## config.mk

```make
export PLATFORM = sky130hd
export DESIGN_NAME = fetch_stage
export DESIGN_NICKNAME = d
export VERILOG_FILES = /design/src/logic/core_pkg.sv /design/src/logic/fetch_stage.sv
export SDC_FILE = /design/constraint.sdc
export NUM_CORES = 1
export LEC_CHECK = 0
export ABC_AREA = 1
export BUFFER_PORTS_ARGS = -buffer_cell sky130_fd_sc_hd__buf_2
export CORE_UTILIZATION = 30
export CTS_BUF_LIST = sky130_fd_sc_hd__clkbuf_8
export CTS_CLUSTER_SIZE = 40
export DETAILED_ROUTE_END_ITERATION = 6
export SLEW_MARGIN = 20
export SYNTH_ARGS = -nofsm -noshare
export SYNTH_HDL_FRONTEND = slang
export SYNTH_SLANG_ARGS = --single-unit
```

## constraint.sdc

```tcl
create_clock -name clk -period 3.53 [get_ports clk]
set_input_delay 0.353 -clock clk [delete_from_list [all_inputs] [get_ports clk]]
set_output_delay 0.353 -clock clk [all_outputs]
set_load 0.02 [all_outputs]
```

## src/logic/core_pkg.sv

```systemverilog
`default_nettype none

package core_pkg;

    // ======================================================================
    // Opcodes of the supported RV32I subset
    // ======================================================================
    localparam logic [6:0] OPC_OP     = 7'b0110011;
    localparam logic [6:0] OPC_OPIMM  = 7'b0010011;
    localparam logic [6:0] OPC_LUI    = 7'b0110111;
    localparam logic [6:0] OPC_LOAD   = 7'b0000011;
    localparam logic [6:0] OPC_STORE  = 7'b0100011;
    localparam logic [6:0] OPC_BRANCH = 7'b1100011;
    localparam logic [6:0] OPC_JAL    = 7'b1101111;

    typedef enum logic [2:0] {
        ALU_ADD,
        ALU_SUB,
        ALU_AND,
        ALU_OR,
        ALU_XOR,
        ALU_SLT,
        ALU_PASS_B
    } alu_op_e;

    // Operand source for execute
    typedef enum logic [1:0] {
        FWD_RF,
        FWD_EM,
        FWD_MW
    } fwd_sel_e;

    // ======================================================================
    // Stage payloads
    // ======================================================================
    typedef struct packed {
        logic        valid;
        logic [31:0] pc;
        logic [31:0] instr;
    } fd_payload_t;

    typedef struct packed {
        logic        valid;
        logic [31:0] pc;
        logic [31:0] rs1_val;
        logic [31:0] rs2_val;
        logic [4:0]  rs1_idx;
        logic [4:0]  rs2_idx;
        logic [31:0] imm;
        alu_op_e     alu_op;
        logic        use_imm;
        logic        is_load;
        logic        is_store;
        logic        is_branch;
        logic        br_ne;
        logic        is_jal;
        logic        reg_we;
        logic [4:0]  rd;
    } de_payload_t;

    typedef struct packed {
        logic        valid;
        logic [31:0] pc;
        logic [31:0] result;
        logic [31:0] store_data;
        logic        is_load;
        logic        is_store;
        logic        reg_we;
        logic [4:0]  rd;
    } em_payload_t;

    typedef struct packed {
        logic        valid;
        logic [31:0] pc;
        logic        reg_we;
        logic [4:0]  rd;
        logic [31:0] result;
    } mw_payload_t;

    // Register file write port, also the oldest forwarding source
    typedef struct packed {
        logic        en;
        logic [4:0]  idx;
        logic [31:0] data;
    } wb_port_t;

endpackage

`default_nettype wire

```

## src/logic/fetch_stage.sv

```systemverilog
`default_nettype none

module fetch_stage #(
    parameter logic [31:0] RESET_PC = 32'h0000_0000
) (
    input  wire                   clk,
    input  wire                   rst_i,
    input  wire                   stall_i,
    input  wire                   flush_i,
    input  wire                   redirect_i,
    input  wire  [31:0]           redirect_pc_i,
    output logic [31:0]           imem_addr_o,
    input  wire  [31:0]           imem_data_i,
    output core_pkg::fd_payload_t fd_o
);

    logic [31:0] pc_q;
    logic [31:0] pc_d;

    // Redirect from execute wins over a load-use hold
    always_comb begin
        if (redirect_i) begin
            pc_d = redirect_pc_i;
        end else if (stall_i) begin
            pc_d = pc_q;
        end else begin
            pc_d = pc_q + 32'd4;
        end
    end

    always_ff @(posedge clk) begin
        if (rst_i) begin
            pc_q <= RESET_PC;
        end else begin
            pc_q <= pc_d;
        end
    end

    // Instruction memory answers in the same cycle
    assign imem_addr_o = pc_q;

    always_ff @(posedge clk) begin
        if (rst_i || flush_i) begin
            fd_o.valid <= 1'b0;
        end else if (!stall_i) begin
            fd_o <= '{valid: 1'b1, pc: pc_q, instr: imem_data_i};
        end
    end

endmodule

`default_nettype wire

```

### Yosys cells after proc, flatten, opt, wreduce, memory -nomap -nowiden

Cells that the tools add are included.

* bits in registers: 97
* input port bits: 69
* output and inout port bits: 97

* add/sub/neg operators: 1
* equality and inequality tests: 1
* multiplexer cells: 2
* bitwise operators: 2
* reductions and logical operators: 2

Operators by type and width (number)
* $mux 32: 2
* $add 32x3->32 const B: 1
* $ne 2x1->1 const B: 1
* $not 1->1: 2
* $reduce_and 2->1: 1
* $logic_or 1x1->1: 1

### Longest topological paths before layout

Gate-level depths: netlist of the first run.

* depth after elaboration: 3
* depth in mapped cells: 9
* gate-level depth less buffers: 9

### Worst setup path after synthesis of the first run

Ideal clock, no wire load.

* path kind: input-to-reg
* start: input port flush_i
* end: register fd_o[0] (netlist bit), enable pin
* library setup time: 0.486 ns
* arrival: 3.334 ns
* data required time: 3.044 ns
* path slack: -0.290 ns
* stages on the path: 2
* path buffers: 0
* cells stage by stage: or2_2 -> nor2_1

* word-level cells in the longest chain between the ends: 3

Ends and longest elaborated chain
* start, declared: RTL line fetch_stage.sv:9 `input wire flush_i,`
* $logic_or 1x1->1: RTL line fetch_stage.sv:43 `if (rst_i || flush_i) begin`
* $not 1->1 (no source line)
* $reduce_and 2->1 (no source line)
* end signal, assigned: RTL line fetch_stage.sv:46 `fd_o <= '{valid: 1'b1, pc: pc_q, instr: imem_data_i};`
* end, declared: RTL line fetch_stage.sv:14 `output core_pkg::fd_payload_t fd_o`

No other way between the ends.
A chain may end at the register's enable or synchronous reset.

### Worst setup path in the final report of the first run

* start: input port rst_i
* end: register fd_o[55] (netlist bit), enable pin

* word-level cells in the longest chain between the ends: 3

Ends and longest elaborated chain
* start, declared: RTL line fetch_stage.sv:7 `input wire rst_i,`
* $logic_or 1x1->1: RTL line fetch_stage.sv:43
* $not 1->1 (no source line)
* $reduce_and 2->1 (no source line)

No other way between the ends.

==> impl_metrics.yaml, run 1 <==
timing:
  slew_violations: 0
  setup_violations: 0
  timing.fmax_mhz: 538.5
  rsz0062_at_grt: "no"
  fin_worst_skew_ps: 13.29
  period_share: 0.5261
  relSlewSlack: 0.5377
  hold_viol: 0
  tns_ps: 0
  layout_setup_ws_ps: 1673
  tightest_slew_ps: 691.8
  period_minus_slack_ps: 1857
critical_path:
  worstReg2RegStart: "imem_addr_o[2]$_SDFFE_PP0N_"
  worst_ep_arrival_time_ps: 1910
  rr_worst_depth: 8
  required_ps: 3580
  critPathMaxFanout: 43
  r2r-end: "imem_addr_o[18]$_SDFFE_PP0N_"
  rrSetupSlack_ps: 1900
  worstSetupPathType: "input port to register"
  start_kind: "input port"
  end_kind: "register"
synthesis:
  syn_area_per_cell_um2: 9.935
  synth_most_common_cell: "nand2_1"
  netlist_top_cells_area: "edfxtp_1, dfxtp_1, nand2_1"
  synthTopCellsByCount: "nand2_1, edfxtp_1, inv_1"
  ys_seq_elements: 97
  yosys.cell_types.count: 29
  synth_top_area_frac: 0.4617
  synthesis.area_um2: 4163
  synthArstFlopShare: 0
  syn-num-nets: 489
  seq_area_frac_synth: 0.6204
  synth_flop_cell: "edfxtp_1"
  yosys.area.top_type: "edfxtp_1"
  yosysWarnings: 0
  synthCells: 419
  synth_edf_count: 64
finish:
  drive_gt1_frac: 0.3530
  nNetsFinal: 657
  layoutNonFillerInstCount: 768
  insertedDiodeCount: 0
  syn2layout_area_growth_pct: 29.88
  utilization: 0.4035
clocking:
  clkTransAtPathRegs_ps: 100
  cts_tree: "yes"
  htree_levels: 3
  cts_resized: 0
  cts_inserted_buffers: 9
  clockBufferDepth: 2
  post_cts_buffers: 0
  ctsHoldBuffers: 0
  clock-sinks: 97
  clk_latency_ps: 370
  ctsRootBufferMaster: "clkbuf_8"
global_route:
  grtUsageMet1: 0.1898
  grt_pass1_vias: 3278
  met3_usage: 0.03232
  grt_pass1_wl_um: 16550
  busiest_layer: "met2"
  grtUsageMet2: 0.2514
  antenna_found_initial: 0
  grt_max_degree: 44
  grtUsageTotal: 0.1518
  grt_overflow: 0
detailed_routing:
  drtAntennaViolNets: 0
  route.detailed.drc: 0
  drt-total-wl_um: 10700
  drtPass1Iterations: 4
  wl_per_cell_um: 13.94
  dr_total_vias: 3408
  drt_iter0_markers: 231
  vias_per_cell: 4.438
placed_design:
  io_buffers: 165
  hpwl_um: 8041
  place_congestion: 0.8501
  dp_cells: 752
  dp_worst_setup_slack_ps: 1265
hold_path:
  hold_depth: 1
  hold_path_class: "input port to register"
  min-delay-start: "imem_data_i[1]"
  whs_endpoint: "fd_o[1]$_DFFE_PP_"
flow_run:
  cap_violations: 0
floorplan:
  core-area_um2: 13400
  initial_core_util: 0.3106
  row_count: 42
  die_x_um: 119.8
  io_pins: 166
  dieArea_um2: 14350
  die_y_um: 119.8
pwr:
  vdd_ir_drop_max_v: 0.0002110
  power_leakage_nw: 2.338
  powerDensity_nw_per_um2: 428.4
outcome:
  outcome: "finished, final reports clean"
==> sequential cells by signal, indices dropped and copies added, names as in the netlist <==
signal       cells
fd_o            65
imem_addr_o     32
==> worst max-delay path, stage by stage <==
cell	delay, ps
buf_2	270
or2_2	380
nor2_4	540
buf_12	310
==> placed cells by master, fill, tap and decap left out, drive strengths merged <==
| cell | instances |
|---|---|
| a21oi | 26 |
| a22o | 6 |
| a31oi | 4 |
| and2 | 1 |
| buf | 167 |
| bufinv | 1 |
| clkbuf | 9 |
| clkinv | 2 |
| clkinvlp | 1 |
| dfxtp | 33 |
| edfxtp | 64 |
| ha | 1 |
| inv | 56 |
| nand2 | 102 |
| nand3 | 31 |
| nand4 | 3 |
| nor2 | 47 |
| nor3 | 2 |
| o211ai | 1 |
| o21ai | 22 |
| o21bai | 1 |
| or2 | 1 |
| xnor2 | 3 |
| xor2 | 8 |
==> layer usage <==
layer  part of all wire  vias to the layer above
met2               0.47                      128
li1                   -                     1717
met3              0.067                       14
met1               0.44                     1549
met4              0.018                        0
met5                  0                        -
==> metrics by stage <==
stage / area [µm²] / power, mW / hold slack [ps]
floorplan: 4165 / 1.477 / 422.4
global placement: 5199 / 1.595 / 440.2
detailed placement: 5199 / 1.601 / 440.2
CTS: 5406 / 2.359 / 118.0
global route: 5406 / 2.421 / 120.5
finish: 5406 / 2.316 / 147.6
==> kinds of logic (layout without fill, tap and decap cells) <==
logic type / Yosys count / after routing / synth area share
buffers and inverters: 63 / 236 / 0.05861
XOR/XNOR: 11 / 11 / 0.02495
flip-flops: 97 / 97 / 0.6204
AO/OA/AOI/OAI: 60 / 60 / 0.08176
AND/OR/NAND/NOR: 187 / 187 / 0.2113
adder cells (fa/ha/maj): 1 / 1 / 0.003005
==> area by class of cell <==
type | instances | area (µm²)
fill | 1358 | 7994
sequential | 97 | 2582
multi-input combinational | 259 | 1344
timing repair buffer | 167 | 853.3
tap | 176 | 220.2
inverter | 53 | 198.9
clock buffer | 9 | 123.9
clock inverter | 7 | 83.83
==> where the power goes <==
part | internal, mW | switching, mW
logic | 0.0942 | 0.165
clock network | 0.340 | 0.407
registers | 1.27 | 0.0445
==> worst max path at each step <==
stage	startpoint	end	slack [ps]
global placement	rst_i	fd_o[54]$_DFFE_PP_	1330
CTS	rst_i	fd_o[55]$_DFFE_PP_	1680
detailed placement	rst_i	fd_o[51]$_DFFE_PP_	1260
global route	rst_i	fd_o[55]$_DFFE_PP_	1580
floorplan	flush_i	fd_o[0]$_DFFE_PP_	780
finish	rst_i	fd_o[55]$_DFFE_PP_	1670
No activity file was read; power rests on OpenSTA's default activity.
==> run 2: changes to the inputs <==
==> constraint.sdc (replaced) <==
create_clock -name clk -period 1.6 [get_ports clk]
set_input_delay 0.16 -clock clk [delete_from_list [all_inputs] [get_ports clk]]
set_output_delay 0.16 -clock clk [all_outputs]
set_load 0.02 [all_outputs]
==> run 2 against run 1 <==
Setup slack worse by 1600 ps. Final cell count is 6.6% higher. Largest cell class unchanged. Count of clock-buffer cells in the layout is the same. Flip-flop and latch count did not move. Largest power group unchanged.
==> impl_metrics.yaml, run 2 (synthesized netlist as in run 1, its figures left out) <==
pwr:
  comb_power_share: 0.130
  p_total_mw: 5.294
  p_int_mw: 3.949
  powerDensity_nw_per_um2: 895.6
  switching_share: 0.2540
  p_sw_mw: 1.345
  clkPwrFrac: 0.326
  power_leakage_nw: 2.575
  vdd_ir_drop_max_v: 0.0005047
  p_seq_frac: 0.544
timing:
  hold_ws_ps: 66.59
  timing.fmax_mhz: 658.7
  fin_worst_skew_ps: 9.528
  tightest_slew_ps: 397.9
  period_minus_slack_ps: 1518
  rsz0062_at_grt: "yes"
  slew_violations: 0
  setup_violations: 0
  period_share: 0.9489
  relSlewSlack: 0.7344
  hold_viol: 0
critical_path:
  worst_path_most_repeated_cell: "nor2_4"
  rr_worst_depth: 9
  start_kind: "register"
  critical-path-max-stage-delay_ps: 340
  crit_buf_inv: 1
  r2r-end: "imem_addr_o[16]$_SDFFE_PP0N_"
  worstReg2RegStart: "imem_addr_o[2]$_SDFFE_PP0N_"
  worstSetupPathType: "register to register"
  rrSetupSlack_ps: 80
  worst_ep_arrival_time_ps: 1830
  crit_family: "simple AND/OR/NAND/NOR gates"
  required_ps: 1910
  critPathMaxFanout: 5
  worstPathCellList: "ha_2 -> nand2_2 -> nor2_4 -> nand2_4 -> buf_4 -> nor2_4 -> xor2_1 -> nand2_1 -> a21oi_1"
  critical_path.slowest_cell: "dfxtp_2"
  end_kind: "register"
finish:
  layoutNonFillerInstCount: 819
  syn2layout_area_growth_pct: 41.99
  insertedDiodeCount: 0
  nNetsFinal: 708
  layout_commonest_cell: "buf_2"
  final_cell_mix: "buf_2, nand2_1, edfxtp_1"
  registers.top_by_ff_count: "fd_o"
  largest_reg_flops: 65
  fin_area_um2: 5911
  drive_gt1_frac: 0.3686
  fillers: 1343
global_route:
  grt_overflow: 0
  grt_pass1_wl_um: 17900
  grt_pass1_vias: 3527
  grt_max_degree: 65
  antenna_found_initial: 0
  grtUsageTotal: 0.1630
flow_run:
  cap_violations: 0
clocking:
  ctsRootBufferMaster: "clkbuf_8"
  cts_inserted_buffers: 9
  clockBufferDepth: 2
  cts_tree: "yes"
  clk_latency_ps: 380
  htree_levels: 3
  clkTransAtPathRegs_ps: 90
  clock-sinks: 97
floorplan:
  dieArea_um2: 14350
  io_pins: 166
  die_x_um: 119.8
  row_count: 42
  core-area_um2: 13400
  die_y_um: 119.8
  initial_core_util: 0.3106
hold_path:
  hold_path_class: "input port to register"
  min-delay-start: "flush_i"
  whs_endpoint: "fd_o[64]$_SDFFE_PP0N_"
  hold_depth: 3
detailed_routing:
  drt-total-wl_um: 11500
  route.detailed.drc: 0
  vias_per_cell: 4.419
  drt_iter0_markers: 171
  dr_total_vias: 3619
  drtPass1Iterations: 4
  drtAntennaViolNets: 0
  wl_per_cell_um: 14.04
placed_design:
  hpwl_um: 8289
  place_congestion: 0.8721
  io_buffers: 165
  placed_area_um2: 5306
  dp_cells: 766
outcome:
  outcome: "finished, final reports clean"
[run 2: cell types whose count changed in the layout (fill, tap and decap cells not counted), sizes merged]
cell / previous run / this run
buf: 167 / 184
bufinv: 1 / 2
inv: 56 / 55
dlygate4sd3: 0 / 34
[run 2: cell type report]
class	count	area, µm²	area share
well taps	176	220.2	0.03726
flip-flops and latches	97	2594	0.4388
multi-input cells	259	1365	0.2309
repair buffers	218	1321	0.2235
inverters	53	198.9	0.03366
clock buffers	9	123.9	0.02096
clock inverters	7	87.58	0.01482
[run 2: timing repair]
item | in CTS | in global routing
setup endpoints to repair | 0 | 8
gates resized for setup | 0 | 15
hold endpoints to repair | 34 | 0
setup buffers | 0 | 3
hold buffers | 34 | 0
[run 2: power by group through the flow]
stage | registers, mW | logic [mW] | clock network, mW
after floorplan | 3.07 | 0.187 | 0
after global placement | 2.93 | 0.624 | 0
after detailed placement | 2.93 | 0.631 | 0
after CTS | 2.88 | 0.698 | 1.81
after global routing | 2.89 | 0.751 | 1.88
final | 2.88 | 0.690 | 1.73
[run 2: how the worst max path moves through the flow]
stage	startpoint	end	slack (ps)	cells after the start
after floorplan	flush_i	fd_o[0]$_DFFE_PP_	-190	2
after global placement	imem_addr_o[24]$_SDFFE_PP0N_	imem_addr_o[31]$_SDFFE_PP0N_	80	8
after detailed placement	imem_addr_o[24]$_SDFFE_PP0N_	imem_addr_o[31]$_SDFFE_PP0N_	90	8
after CTS	imem_addr_o[24]$_SDFFE_PP0N_	imem_addr_o[31]$_SDFFE_PP0N_	40	8
after global routing	imem_addr_o[2]$_SDFFE_PP0N_	imem_addr_o[12]$_SDFFE_PP0N_	-3	8
final	imem_addr_o[2]$_SDFFE_PP0N_	imem_addr_o[16]$_SDFFE_PP0N_	80	9
[run 2: worst register-to-register path: cells and delay by family (launching register included)]
family	cells	cell delay (ps)
compound gates	1	120
xor+xnor	1	150
fa+ha+maj	1	180
buf+inv	1	150
flops	1	340
simple gates	5	520
[run 2: per-stage QoR]
step	utilization	TNS [ps]	worst slack, ps
2_1_floorplan	-	-12030	-187.9
3_3_place_gp	0.3960	0	83.00
3_5_place_dp	0.3960	0	85.48
4_1_cts	0.4372	0	43.92
5_1_grt	0.4411	-2.668	-2.668
6_report	0.4411	0	81.75
[run 2: routing by layer]
metal  global-route usage  share of wire
met1               0.2060           0.46
met2               0.2720           0.47
met3              0.03042          0.047
met4              0.06875          0.015
met5                    0              0
==> run 3: changes to the inputs <==
--- a/config.mk
+++ b/config.mk
@@ -5,7 +5,7 @@
 export SDC_FILE = /design/constraint.sdc
 export NUM_CORES = 1
 export LEC_CHECK = 0
-export ABC_AREA = 1
+export ABC_AREA = 0
 export BUFFER_PORTS_ARGS = -buffer_cell sky130_fd_sc_hd__buf_2
 export CORE_UTILIZATION = 30
 export CTS_BUF_LIST = sky130_fd_sc_hd__clkbuf_8
==> run 3 against run 2 <==
Total power fell by 5.4%. Synthesized area fell by 9.3%. Design area fell by 1.5%. Utilization rose by 4.0 points. Combinational power rose by 9.6%. Non-clock buffer count rose by 31. Final cell count fell by 14%. Sequential power barely moved. The run now ends with negative setup slack left. Highest routed layer unchanged. Sequential share of layout area rose by 1.1 points. Hold slack got worse by 41 ps. Die area fell by 9.2%. Flip-flop and latch count did not move. Largest cell class unchanged.
==> impl_metrics.yaml, run 3 <==
outcome:
  outcome: "complete, but fails checks"
  violations: "negative setup slack"
clocking:
  clock-sinks: 97
  cts_inserted_buffers: 9
  htree_levels: 3
  clk_latency_ps: 370
  clkTransAtPathRegs_ps: 90
  ctsRootBufferMaster: "clkbuf_8"
  clockBufferDepth: 2
  cts_tree: "yes"
synthesis:
  yosysWarnings: 0
  synth_most_common_cell: "edfxtp_1"
  synthTopCellsByCount: "edfxtp_1, dfxtp_1, nor2_1"
  yosys.cell_types.count: 35
  synthCells: 287
  syn_area_per_cell_um2: 13.15
  seq_area_frac_synth: 0.6844
  netlist_top_cells_area: "edfxtp_1, dfxtp_1, a211oi_1"
  synth_top_area_frac: 0.5093
  synthesis.area_um2: 3774
  ys_seq_elements: 97
  yosys.area.top_type: "edfxtp_1"
  synthArstFlopShare: 0
  syn-num-nets: 357
  synth_edf_count: 64
  synth_flop_cell: "edfxtp_1"
timing:
  rsz0062_at_grt: "yes"
  hold_viol: 0
  tightest_slew_ps: 355.0
  relSlewSlack: 0.7612
  timing.fmax_mhz: 531.8
  period_minus_slack_ps: 1881
  setup_violations: 9
  slew_violations: 0
  tns_ps: -808.8
  period_share: 1.175
  fin_worst_skew_ps: 9.378
  layout_setup_ws_ps: -280.6
pwr:
  p_total_mw: 5.006
  p_int_mw: 3.680
  clkPwrFrac: 0.275
  powerDensity_nw_per_um2: 859.5
  power_leakage_nw: 2.430
  p_sw_mw: 1.326
  comb_power_share: 0.151
  switching_share: 0.2649
  p_seq_frac: 0.574
  vdd_ir_drop_max_v: 0.0003213
hold_path:
  hold_path_class: "input port to register"
finish:
  layoutNonFillerInstCount: 706
  final_cell_mix: "buf_2, edfxtp_1, buf_4"
  registers.top_by_ff_count: "fd_o"
  utilization: 0.4809
  nNetsFinal: 602
  syn2layout_area_growth_pct: 54.34
  fin_area_um2: 5824
  largest_reg_flops: 65
  drive_gt1_frac: 0.5065
  layout_commonest_cell: "buf_2"
critical_path:
  start_kind: "register"
  required_ps: 1860
  worst_path_most_repeated_cell: "or4_4"
  critPathMaxFanout: 7
  crit_family: "simple AND/OR/NAND/NOR gates"
  crit_buf_inv: 0
  critical_path.slowest_cell: "or4_4"
  critical-path-max-stage-delay_ps: 530
  end_kind: "register"
  worstSetupPathType: "register to register"
  worst_ep_arrival_time_ps: 2150
  worstPathCellList: "ha_4 -> nand2_2 -> or4_4 -> or4_4 -> a311oi_2"
global_route:
  grt_pass1_wl_um: 16710
  grt_max_degree: 38
  grt_pass1_vias: 3240
  grt_overflow: 0
  grtUsageTotal: 0.1712
  antenna_found_initial: 1
detailed_routing:
  drt-total-wl_um: 11250
  drt_iter0_markers: 234
  dr_total_vias: 3336
  drtPass1Iterations: 4
  vias_per_cell: 4.725
  wl_per_cell_um: 15.94
  route.detailed.drc: 0
  drtAntennaViolNets: 0
floorplan:
  row_count: 40
  dieArea_um2: 13030
  initial_core_util: 0.3116
  die_y_um: 114.2
  io_pins: 166
  die_x_um: 114.2
  core-area_um2: 12110
placed_design:
  place_congestion: 0.7517
  hpwl_um: 7578
  dp_cells: 646
  placed_area_um2: 5151
  io_buffers: 165
flow_run:
  cap_violations: 0
[run 3: cell count changes after synthesis, sizes merged, moves of 8 or more]
cell	before	now
o21ai	22	7
a21oi	26	5
nand2	102	16
nand3	31	5
and4	0	11
nor2	47	25
a211oi	0	15
inv	53	6
clkbuf	4	12
nor4	0	8
nor3	2	10
[run 3: tightest hold or removal path: stages]
cell,delay [ps]
buf_2,70
mux2i_1,50
nor2_1,70
[run 3: metrics by stage]
stage | hold slack (ps) | setup WS, ps
finish | 25.31 | -280.6
global route | 32.23 | -299.2
CTS | 0.2086 | -265.9
detailed placement | 339.2 | -388.9
global placement | 336.4 | -297.3
floorplan | 238.5 | -842.0
[run 3: cell families (layout without fill, tap and decap cells)]
logic type,Yosys count,after routing,share of synthesized area
AO/OA/AOI/OAI,45,45,0.09018
XOR/XNOR,12,12,0.02785
adder cells (fa/ha/maj),1,1,0.003315
buffers and inverters,22,272,0.02453
flip-flops,97,97,0.6843
multiplexers,3,3,0.007958
other,0,1,0
AND/OR/NAND/NOR,107,107,0.1618
[run 3: layer usage]
layer,share of wire,up-vias,track usage
met5,0,-,0
met4,0.019,0,0.08225
met2,0.48,141,0.2828
met1,0.43,1578,0.2075
met3,0.071,17,0.04553
li1,-,1600,-
[run 3: power by group through the flow]
stage	Combinational, mW	Sequential, mW	Clock [mW]
after detailed placement	0.663	2.93	0
after global routing	0.813	2.89	1.51
after global placement	0.654	2.92	0
after CTS	0.736	2.87	1.43
after floorplan	0.176	3.09	0
final	0.756	2.87	1.38
[run 3: layout make-up]
type                    count  area (µm²)
diodes                      1       2.502
fillers                  1139        6287
flip-flops and latches     97        2621
clock inverters             7       33.78
repair buffers            249        1575
well taps                 168       210.2
inverters                   7       26.28
multi-input cells         168        1231
clock buffers               9       123.9
[run 3: what timing repair did]
item	CTS	global route
endpoints found under the hold margin	32	1
hold buffers	32	1
pin swaps	13	11
setup endpoints to repair	13	19
gates resized for setup	14	12
buffers inserted	4	5
gates cloned	1	0
[run 3: path summary, 6_finish.rpt]
check / endpoint / cells past startpoint / startpoint / slack (ps)
hold / removal: imem_addr_o[0]$_SDFFE_PP0P_ / 3 / redirect_pc_i[0] / 30
hold reg to reg: fd_o[64]$_SDFFE_PP0N_ / 2 / fd_o[64]$_SDFFE_PP0N_ / 460
setup reg to reg: imem_addr_o[20]$_SDFFE_PP0N_ / 5 / imem_addr_o[2]$_SDFFE_PP0N_ / -280
setup / recovery: imem_addr_o[20]$_SDFFE_PP0N_ / 5 / imem_addr_o[2]$_SDFFE_PP0N_ / -280
